**config.mk**
```make
export PLATFORM = sky130hd
export DESIGN_NAME = regfile_top
export DESIGN_NICKNAME = d
export VERILOG_FILES = /design/src/logic/regfile_pkg.sv /design/src/logic/acc_pkg.sv /design/src/logic/rename_regfile.sv /design/src/logic/acc_dispatch.sv /design/src/logic/acc_adder_pipe.sv /design/src/logic/regfile_top.sv
export SDC_FILE = /design/constraint.sdc
export NUM_CORES = 2
export LEC_CHECK = 0
export BUFFER_PORTS_ARGS = -buffer_cell sky130_fd_sc_hd__buf_2
export CAP_MARGIN = 20
export CORE_UTILIZATION = 46
export DETAILED_ROUTE_END_ITERATION = 10
export GPL_TIMING_DRIVEN = 1
export PLACE_DENSITY_LB_ADDON = 0.12
export SYNTH_ARGS = -nofsm -noshare
export SYNTH_HDL_FRONTEND = slang
export SYNTH_SLANG_ARGS = --single-unit
```
**constraint.sdc**
```tcl
create_clock -name clk -period 27.4 [get_ports clk]
set_input_delay 5.48 -clock clk [delete_from_list [all_inputs] [get_ports clk]]
set_output_delay 5.48 -clock clk [all_outputs]
set_load 0.01 [all_outputs]
```
**src/logic/regfile_pkg.sv**
```systemverilog
package regfile_pkg;

	// architectural register numbering
	localparam int REG_WIDTH = 5;
	localparam int N_REG = 2 ** REG_WIDTH;

	// reorder buffer tag carried by each register
	localparam int ROB_WIDTH = 4;

	// registers with a nonzero value out of reset
	localparam logic [REG_WIDTH-1:0] REG_SP = 5'd2; // stack pointer
	localparam logic [REG_WIDTH-1:0] REG_HP = 5'd3; // heap pointer

	localparam logic [31:0] REG_SP_INIT = 32'h000f_fff0;
	localparam logic [31:0] REG_HP_INIT = 32'h0010_0000;

endpackage

```
**src/logic/acc_pkg.sv**
```systemverilog
package acc_pkg;

	localparam int N_CORE = 4; // add requesters
	localparam int N_ACC = 2; // accumulators at the top of the register file

	// signed issue stamp used to order competing requests
	localparam int GC_WIDTH = 8;

	localparam int LATENCY_ADD = 6; // adder pipe depth
	localparam int CNT_WIDTH = $clog2(LATENCY_ADD) + 1;

endpackage

```
**src/logic/rename_regfile.sv**
```systemverilog
`timescale 1ns/1ns

module rename_regfile
	import regfile_pkg::*;
	import acc_pkg::*;
(
	input logic clk,
	input logic reset,
	input logic [REG_WIDTH-1:0] r0,
	input logic [REG_WIDTH-1:0] r1,
	input logic [REG_WIDTH-1:0] r2,
	input logic issue,
	input logic [ROB_WIDTH-1:0] issue_tag,
	input logic commit,
	input logic [REG_WIDTH-1:0] commit_num,
	input logic [ROB_WIDTH-1:0] commit_tag,
	input logic [31:0] commit_data,
	input logic [N_ACC-1:0] acc_wr,
	input logic [N_ACC-1:0][31:0] acc_result,
	output logic [1:0] rd_valid,
	output logic [1:0][ROB_WIDTH-1:0] rd_tag,
	output logic [1:0][31:0] rd_data,
	output logic [N_ACC-1:0][31:0] acc_value
);

	logic [N_REG-1:0] valid_q;
	logic [ROB_WIDTH-1:0] tag_q [N_REG];
	logic [31:0] data_q [N_REG];
	logic commit_wr;

	// data only lands on the register that is still waiting for this tag
	assign commit_wr = commit && !valid_q[commit_num] && tag_q[commit_num] == commit_tag;

	always_ff @(posedge clk) begin
		if (reset) begin
			valid_q <= '1;
		end else begin
			for (int i = 0; i < N_REG; i++) begin
				if (issue && r0 == i) begin
					valid_q[i] <= 1'b0; // renamed, wait for the new producer
				end else if (commit && tag_q[i] == commit_tag) begin
					valid_q[i] <= 1'b1;
				end
			end
		end
	end

	always_ff @(posedge clk) begin
		if (issue) begin
			tag_q[r0] <= issue_tag;
		end
	end

	always_ff @(posedge clk) begin
		if (reset) begin
			for (int i = 0; i < N_REG; i++) begin
				data_q[i] <= (i == REG_SP) ? REG_SP_INIT :
				             (i == REG_HP) ? REG_HP_INIT : 32'h0;
			end
		end else begin
			if (commit_wr) begin
				data_q[commit_num] <= commit_data;
			end
			// accumulator writeback comes last so it overrides a commit
			for (int a = 0; a < N_ACC; a++) begin
				if (acc_wr[a]) begin
					data_q[N_REG-N_ACC+a] <= acc_result[a];
				end
			end
		end
	end

	assign rd_valid[0] = valid_q[r1];
	assign rd_tag[0] = tag_q[r1];
	assign rd_data[0] = data_q[r1];

	assign rd_valid[1] = valid_q[r2];
	assign rd_tag[1] = tag_q[r2];
	assign rd_data[1] = data_q[r2];

	always_comb begin
		for (int a = 0; a < N_ACC; a++) begin
			acc_value[a] = data_q[N_REG-N_ACC+a]; // operand a of the adder pipe
		end
	end

endmodule

```
**src/logic/acc_dispatch.sv**
```systemverilog
`timescale 1ns/1ns

module acc_dispatch
	import acc_pkg::*;
(
	input logic clk,
	input logic reset,
	input logic gd_sign,
	input logic [N_CORE-1:0] req_valid,
	input logic [N_CORE-1:0][31:0] req_data,
	input logic [N_CORE-1:0][GC_WIDTH-1:0] stamp,
	output logic [N_CORE-1:0] req_ready,
	output logic op_valid,
	output logic [31:0] op_data,
	output logic busy_low
);

	logic [$clog2(N_CORE)-1:0] win;
	logic found;
	logic signed [GC_WIDTH-1:0] best;
	logic [CNT_WIDTH-1:0] count;

	// scan upward and replace only on a strict win, so ties keep the lower index
	always_comb begin
		found = 1'b0;
		win = '0;
		best = '0;
		for (int c = 0; c < N_CORE; c++) begin
			if (req_valid[c] && (!found ||
			    (gd_sign ? $signed(stamp[c]) > best : $signed(stamp[c]) < best))) begin
				found = 1'b1;
				win = c[$clog2(N_CORE)-1:0];
				best = stamp[c];
			end
		end
	end

	// counter at 1 means the result writes back this cycle and can be bypassed
	assign busy_low = count <= 1;

	for (genvar c = 0; c < N_CORE; c++) begin : g_ready
		assign req_ready[c] = busy_low && found && win == c;
	end

	assign op_valid = |(req_valid & req_ready);
	assign op_data = req_data[win];

	always_ff @(posedge clk) begin
		if (reset) begin
			count <= '0;
		end else if (op_valid) begin
			count <= CNT_WIDTH'(LATENCY_ADD);
		end else if (count != 0) begin
			count <= count - 1'b1;
		end
	end

endmodule

```
**src/logic/acc_adder_pipe.sv**
```systemverilog
`timescale 1ns/1ns

module acc_adder_pipe
	import acc_pkg::*;
(
	input logic clk,
	input logic reset,
	input logic in_valid,
	input logic [31:0] acc_in,
	input logic [31:0] operand,
	input logic [31:0] bypass_value,
	output logic out_valid,
	output logic [31:0] sum
);

	logic [31:0] a_sel;
	logic [LATENCY_ADD-1:0] valid_q;
	logic [16:0] lo_q; // low half sum with carry out
	logic [15:0] a_hi_q;
	logic [15:0] b_hi_q;
	logic [31:0] sum_q [LATENCY_ADD-1:1];

	// result leaving the pipe this cycle is the newest accumulator value
	assign a_sel = out_valid ? bypass_value : acc_in;

	always_ff @(posedge clk) begin
		if (reset) begin
			valid_q <= '0;
		end else begin
			valid_q <= {valid_q[LATENCY_ADD-2:0], in_valid};
		end
	end

	always_ff @(posedge clk) begin
		lo_q <= {1'b0, a_sel[15:0]} + {1'b0, operand[15:0]};
		a_hi_q <= a_sel[31:16];
		b_hi_q <= operand[31:16];
		sum_q[1] <= {a_hi_q + b_hi_q + {15'h0, lo_q[16]}, lo_q[15:0]};
		for (int s = 2; s < LATENCY_ADD; s++) begin
			sum_q[s] <= sum_q[s-1]; // pad to the full adder latency
		end
	end

	assign out_valid = valid_q[LATENCY_ADD-1];
	assign sum = sum_q[LATENCY_ADD-1];

endmodule

```
**src/logic/regfile_top.sv**
```systemverilog
`timescale 1ns/1ns

module regfile_top
	import regfile_pkg::*;
	import acc_pkg::*;
(
	input logic clk,
	input logic reset,
	input logic [REG_WIDTH-1:0] r0,
	input logic [REG_WIDTH-1:0] r1,
	input logic [REG_WIDTH-1:0] r2,
	input logic issue,
	input logic [ROB_WIDTH-1:0] issue_tag,
	input logic commit,
	input logic [REG_WIDTH-1:0] commit_num,
	input logic [ROB_WIDTH-1:0] commit_tag,
	input logic [31:0] commit_data,
	input logic gd_sign,
	input logic [N_CORE-1:0][N_ACC-1:0] acc_req_valid,
	input logic [N_CORE-1:0][N_ACC-1:0][31:0] acc_data,
	input logic [N_CORE-1:0][N_ACC-1:0][GC_WIDTH-1:0] gc_stamp,
	output logic [1:0] rd_valid,
	output logic [1:0][ROB_WIDTH-1:0] rd_tag,
	output logic [1:0][31:0] rd_data,
	output logic [N_CORE-1:0][N_ACC-1:0] acc_req_ready,
	output logic no_acc_req,
	output logic acc_idle
);

	logic [N_ACC-1:0] op_valid;
	logic [N_ACC-1:0][31:0] op_data;
	logic [N_ACC-1:0] busy_low;
	logic [N_ACC-1:0][31:0] acc_value;
	logic [N_ACC-1:0] acc_wr;
	logic [N_ACC-1:0][31:0] acc_result;

	rename_regfile u_regfile (
		.clk(clk), .reset(reset),
		.r0(r0), .r1(r1), .r2(r2),
		.issue(issue), .issue_tag(issue_tag),
		.commit(commit), .commit_num(commit_num),
		.commit_tag(commit_tag), .commit_data(commit_data),
		.acc_wr(acc_wr), .acc_result(acc_result),
		.rd_valid(rd_valid), .rd_tag(rd_tag), .rd_data(rd_data),
		.acc_value(acc_value)
	);

	for (genvar a = 0; a < N_ACC; a++) begin : g_acc
		logic [N_CORE-1:0] req_valid;
		logic [N_CORE-1:0][31:0] req_data;
		logic [N_CORE-1:0][GC_WIDTH-1:0] stamp;
		logic [N_CORE-1:0] req_ready;

		// regroup the core-major request arrays per accumulator
		for (genvar c = 0; c < N_CORE; c++) begin : g_core
			assign req_valid[c] = acc_req_valid[c][a];
			assign req_data[c] = acc_data[c][a];
			assign stamp[c] = gc_stamp[c][a];
			assign acc_req_ready[c][a] = req_ready[c];
		end

		acc_dispatch u_dispatch (
			.clk(clk), .reset(reset), .gd_sign(gd_sign),
			.req_valid(req_valid), .req_data(req_data), .stamp(stamp),
			.req_ready(req_ready), .op_valid(op_valid[a]),
			.op_data(op_data[a]), .busy_low(busy_low[a])
		);

		acc_adder_pipe u_adder (
			.clk(clk), .reset(reset), .in_valid(op_valid[a]),
			.acc_in(acc_value[a]), .operand(op_data[a]),
			.bypass_value(acc_result[a]), // own sum fed back
			.out_valid(acc_wr[a]), .sum(acc_result[a])
		);
	end

	assign no_acc_req = ~|acc_req_valid;
	assign acc_idle = &busy_low;

endmodule

```
### After elaboration in Yosys (flattened, before gate mapping)

Memory sizes are Yosys's and may differ from the RTL's.
Index checks and enable logic that the tools add are counted.

* bits in registers: 150
* memories: 4
* logic and storage cells: 423
* memory bits (writable): 1472
* output and inout bits: 84
* bits of input ports: 393

* equal/unequal tests: 72
* mux-type cells: 124
* $lt $le $gt $ge: 19
* reduce and logical (&&, ||, !) cells: 142
* $add $sub $neg: 8
* bitwise gates (word level): 10

Memory list
* u_regfile.data_q: words 32, width 32, read ports 4, clocked after memory_dff 0, wr ports 32, line rename_regfile.sv:28 `logic [31:0] data_q [N_REG];`
* g_acc[0].u_adder.sum_q: words 5, width 32, read ports 5, clocked after memory_dff 0, wr ports 5, line acc_adder_pipe.sv:21 `logic [31:0] sum_q [LATENCY_ADD-1:1];`
* g_acc[1].u_adder.sum_q: words 5, width 32, read ports 5, clocked after memory_dff 0, wr ports 5, line acc_adder_pipe.sv:21
* u_regfile.tag_q: words 32, width 4, read ports 35, clocked after memory_dff 0, wr ports 1, line rename_regfile.sv:27 `logic [ROB_WIDTH-1:0] tag_q [N_REG];`

Operators with widths (number)
* 32-bit two-way mux: 7
* 4-bit == test: 33
* 32-bit binary-select mux with 2-bit select: 2
* 1-bit two-way mux: 97
* 5-bit == test (second input constant): 18
* 1-bit logical AND: 82
* 2-bit nonzero test: 34
* 8-bit greater-than comparator: 6
* 8-bit less-than comparator: 6
* 8-bit two-way mux: 6
* 5-bit by 4-bit == test with 1-bit output (second input constant): 8
* 16-bit by 16-bit adder with 17-bit output: 2
* 16-bit by 1-bit adder with 16-bit output: 2
* 16-bit adder: 2
* 32-bit OR reduction: 1
* 5-bit by 3-bit == test with 1-bit output (second input constant): 4
* 5-bit by 6-bit less-than comparator with 1-bit output (second input constant): 3
* 1-bit binary-select mux with 5-bit select: 3
* 3-bit two-way mux: 4
* 5-bit by 2-bit == test with 1-bit output (second input constant): 2
* 5-bit OR reduction: 2
* 4-bit AND: 2
* 2-bit == test (second input constant): 4
* 4-bit by 1-bit less-or-equal comparator with 1-bit output (second input constant): 2
* other kinds (17): 43

### Depth between registers and ports, before layout

* word-level depth: 21
* gate-level depth with buffers: 43
* depth with buffers taken out: 38

### Modules after synthesis

Synthesis repeated with hierarchy kept, for this count alone.

* cells, all modules: 6167
* area total of the unflattened synthesis: 84792.6 um^2

Modules (own cells, without submodules)
* rename_regfile: area an instance 67591.1 um^2, cells an instance 4536, sequential area each 35233.8 um^2, instances 1
* acc_adder_pipe: area an instance 6463.7 um^2, cells an instance 497, sequential area each 4304.1 um^2, instances 2
* acc_dispatch at g_acc[1].u_dispatch: area an instance 2128.3 um^2, cells an instance 310, sequential area each 80.1 um^2, instances 1
* acc_dispatch at g_acc[0].u_dispatch: area an instance 2120.8 um^2, cells an instance 323, sequential area each 80.1 um^2, instances 1
* regfile_top: area an instance 25.0 um^2, cells an instance 4, sequential area each 0.0 um^2, instances 1

### Worst setup path before layout

Ideal clock, no wire load.

* path type: input -> output
* start: in acc_req_valid[0] (netlist name)
* end: out acc_req_ready[6] (netlist name)
* setup slack: 10.033 ns
* arrival: 11.887 ns
* path buffers: 5
* cell stages on the path: 30
* data required time: 21.920 ns
* cells stage by stage: clkbuf_1 -> nand2_1 -> ha_1 -> nor2b_1 -> o31ai_1 -> a21oi_1 -> o21ai_0 -> mux2i_1 -> o21ai_1 -> clkbuf_1 -> mux2_2 -> ha_1 -> nor2b_1 -> o21a_1 -> o211ai_1 -> a21oi_1 -> o21a_1 -> o31ai_1 -> clkbuf_1 -> clkbuf_1 -> a21o_1 -> ha_1 -> nor2b_1 -> nor3_1 -> o21ai_0 -> a31oi_1 -> mux2i_1 -> o31ai_1 -> clkbuf_1 -> nor2_1

RTL lines
* start: declaration: line regfile_top.sv:19 `input logic [N_CORE-1:0][N_ACC-1:0] acc_req_valid,`
* end: declaration: line regfile_top.sv:25 `output logic [N_CORE-1:0][N_ACC-1:0] acc_req_ready,`

==> metrics.md <==
| Metric | Value |
|---|---|
| Vias per Instance | `6.15` |
| Final setup vio count | `0` |
| Layout Nets | `6,208` |
| Critical path arrival | `12.56 ns` |
| Net Switching | `1.60 mW` |
| Slew Limit Fails | `0` |
| Post-CTS Setup Bufs | `0` |
| WS Path Type | `primary input to output port` |
| Crit end category | `output port` |
| Die Ht | `423 um` |
| Post-Syn Nets | `5,934` |
| Area of placed instances | `85,800 um2` |
| Syn-to-layout area delta | `12.4%` |
| Pwr dens | `between 60 and 70 nW/um2` |
| Synthesized area per cell | `15.0 um2` |
| Row count | `153` |
| Max-Slew Margin vs Limit | `roughly 17%` |
| # resized after CTS | `0` |
| Max-Cap Viols | `0` |
| Peak VDD IR | `slightly above 50 uV` |
| Hold-fix buffer count after cts | `0` |
| Status | `finished, final reports clean` |
| Yosys cell types | `78` |
| Final setup TNS | `0 ns` |
| Share of layout cells above drive strength 1 | `32.1%` |
| Post-DP HPWL | `169,000 um` |
| Final min period | `18.04 ns` |
| Initial antenna violation count | `between 40 and 50` |
| CTS max path bufs | `3` |
| CTS tree | `yes` |
| Fin crit share | `approximately two thirds` |
| GP Congestion | `0.959` |
| Clk sinks | `1,622` |
| Post-synthesis sequential area ratio | `54.1%` |
| TritonCTS Buffers | `about 170` |
| CTS Root Cell | `clkbuf_16` |
| Total grt overflow | `0` |
| Final core utilization | `a little over half` |
| Die X-Extent | `between 400 and 500 um` |
| Fin worst setup slack | `9.36 ns` |
| Final Hold Fails | `0` |
| Post-Syn Instances | `5,427` |
| F_max | `approximately 55 MHz` |
| CP max stage delay | `~0.5 ns` |
| Drt total wl | `~270,000 um` |
| Most frequent cells in the layout | `edfxtp_1, and2_1, mux4_2, dfxtp_1, buf_2` |
| Lkg Pwr | `between 30 and 40 nW` |
| I/O Pins | `about 480` |
| DR DRC count | `0` |
| Die ar. | `179,000 um2` |
| Pre-CTS setup slack | `9.36 ns` |
| Port Buffers | `476` |
| Vias in the first global route | `50,500` |
| Ys Warns | `0` |
| Routed Antenna Nets | `0` |
| Top_reg_cell synth | `edfxtp_1` |
| Sequential share of power | `approximately 49%` |
| Combinational Power Share | `13.3%` |
| CP max-delay cell | `mux2_2` |
| H-tree levels | `4` |
| Total vias in the final route | `just over 50,000` |
| Worst-path clk slew | `0.06 ns` |
| Crit path max fanout | `39` |
| Worst Tran Pin Value | `around 1.2 ns` |
| Largest net degree at the start of global routing | `roughly 140` |
| #FFs+latches synth | `1,622` |
| Clock share of power | `37.5%` |
| Skew final | `0.0599 ns` |
| Avg WL per Cell | `32.4 um` |
| Pre-antenna DRT Iters | `5` |
| Core ar. | `175,000 um2` |
| Crit path required time | `21.92 ns` |
| Design area | `91,400 um2` |
| CP Launch Type | `primary input` |
| Hold WC Path Type | `flop to flop` |
| Starting Density | `between 40% and 50%` |
| Internal power | `4.60 mW` |
| Gr usage total | `29.5%` |
| EDFF count, synth | `1,152` |
| Most frequent cell on the critical path | `a21oi_1` |
| RSZ-0062 raised after global routing | `no` |
| First-pass GRT wire length | `375,000 um` |
| Clock latency on the worst-skew pair | `0.84 ns` |
| Post-Syn Area | `81,300 um2` |
| Asr flop ratio synth | `0%` |
| Most common cell after layout, fill and taps aside | `edfxtp_1` |
| Crit path max-delay family | `compound AO/OA/AOI/OAI gates` |
| Total power | `6.20 mW` |
| WP buf/inv | `5` |
| DRT iter0 DRCs | `5,311` |
| Sw Share | `25.7%` |
registers in the layout, indices dropped and copies added (netlist names):
| signal | cells |
|---|---|
| g_acc.u_adder.sum_q | 320 |
| g_acc.u_adder.a_hi_q | 32 |
| g_acc.u_adder.b_hi_q | 32 |
| g_acc.u_adder.lo_q | 34 |
| u_regfile.tag_q | 128 |
| g_acc.u_dispatch.count | 8 |
| u_regfile.valid_q | 32 |
| g_acc.u_adder.valid_q | 12 |
| u_regfile.data_q | 1024 |
synthesized netlist by cell type (all sizes together) (5+ instances only):
cell type  instances  area [um2]
a22o              64         561
nand4b             5        58.8
buf              116         518
inv               72         270
o211ai            10        75.1
o31ai             10        75.1
nand2b            28         175
and2             958        5990
o31a               6        52.6
o21bai            37         278
xnor2             75         657
o21ai             43         215
or4bb              5        56.3
a311oi            23         201
a31oi             40         250
ha               108        1350
xor2             105         920
nor4              12        75.1
a21oi             49         245
edfxtp          1152       34600
mux2             179        2020
nand2             61         229
nor2             144         541
or2               33         206
nand3             33         165
nor2b             28         175
o22ai             41         257
mux4             753       17000
mux2i             58         581
o221a             32         360
or3               42         263
a211oi            25         188
dfxtp            470        9410
nor3              99         766
and3              25         156
o21a              14         105
a21o              21         158
o22a               9        78.8
clkbuf           364        1380
fa                 6         120
nand4             18         128
cell families after synthesis:
| kind of cell | after synthesis | share of synthesized area, % |
|---|---|---|
| AO/OA/AOI/OAI | 452 | 4.15 |
| XOR/XNOR | 180 | 1.94 |
| adder cells (fa/ha/maj) | 114 | 1.81 |
| buffers and inverters | 553 | 2.66 |
| flip-flops | 1622 | 54.1 |
| multiplexers | 990 | 24.0 |
| AND/OR/NAND/NOR | 1516 | 11.3 |
metal layers:
layer  global-route usage (%)  vias to the layer above  wire length, um
met5                        0                        -              160
met4                     13.6                       24            13200
met3                     5.77                      455            22500
met2                     47.8                     2491           127000
met1                     38.3                    25900           103000
li1                         -                    21500                -
cell type report:
type	instances	area [um2]
antenna	19	47.5
clock buffer	231	4690
clock inverter	82	917
fill	14400	83400
inverter	73	274
multi-input combinational	3252	35300
sequential	1622	44000
tap	2325	2910
timing repair buffer	580	3250
power by group through the flow:
stage               registers, mW  clock network, mW  logic [mW]
floorplan                    3.06                  0       0.528
global placement             3.09                  0       0.818
detailed placement           3.10                  0       0.821
CTS                          3.05               2.36       0.825
global route                 3.08               2.45       0.876
finish                       3.05               2.32       0.827
worst register-to-register path: stages, from the launching register on:
cell       delay [ns]
edfxtp_1         0.47
mux2i_1          0.44
o22ai_1          0.16
or4_1            0.57
or3_1            0.40
a2111oi_4        0.52
nand4_4          0.56
nor3_4           0.33
buf_4            0.59
or2_2            0.70
buf_4            0.56
stage by stage:
step           std cells  hold slack [ns]
4_1_cts             8165            0.281
3_3_place_gp        7852            0.309
3_5_place_dp        7852            0.312
2_1_floorplan       5427            0.310
5_1_grt             8180            0.289
6_report            8184            0.294
path summary, 6_finish.rpt:
| check | start | endpoint | slack (ns) | depth (start not counted) |
|---|---|---|---|---|
| setup / recovery | acc_req_valid[1] | acc_req_ready[1] | 9.36 | 32 |
| hold reg to reg | g_acc[0].u_adder.sum_q[0][68] | g_acc[0].u_adder.sum_q[0][100] | 0.29 | 0 |
| setup reg to reg | u_regfile.tag_q[31][3] | u_regfile.data_q[15][24] | 21.75 | 10 |
| hold / removal | g_acc[0].u_adder.sum_q[0][68] | g_acc[0].u_adder.sum_q[0][100] | 0.29 | 0 |
(Power assumes the default switching activity.)
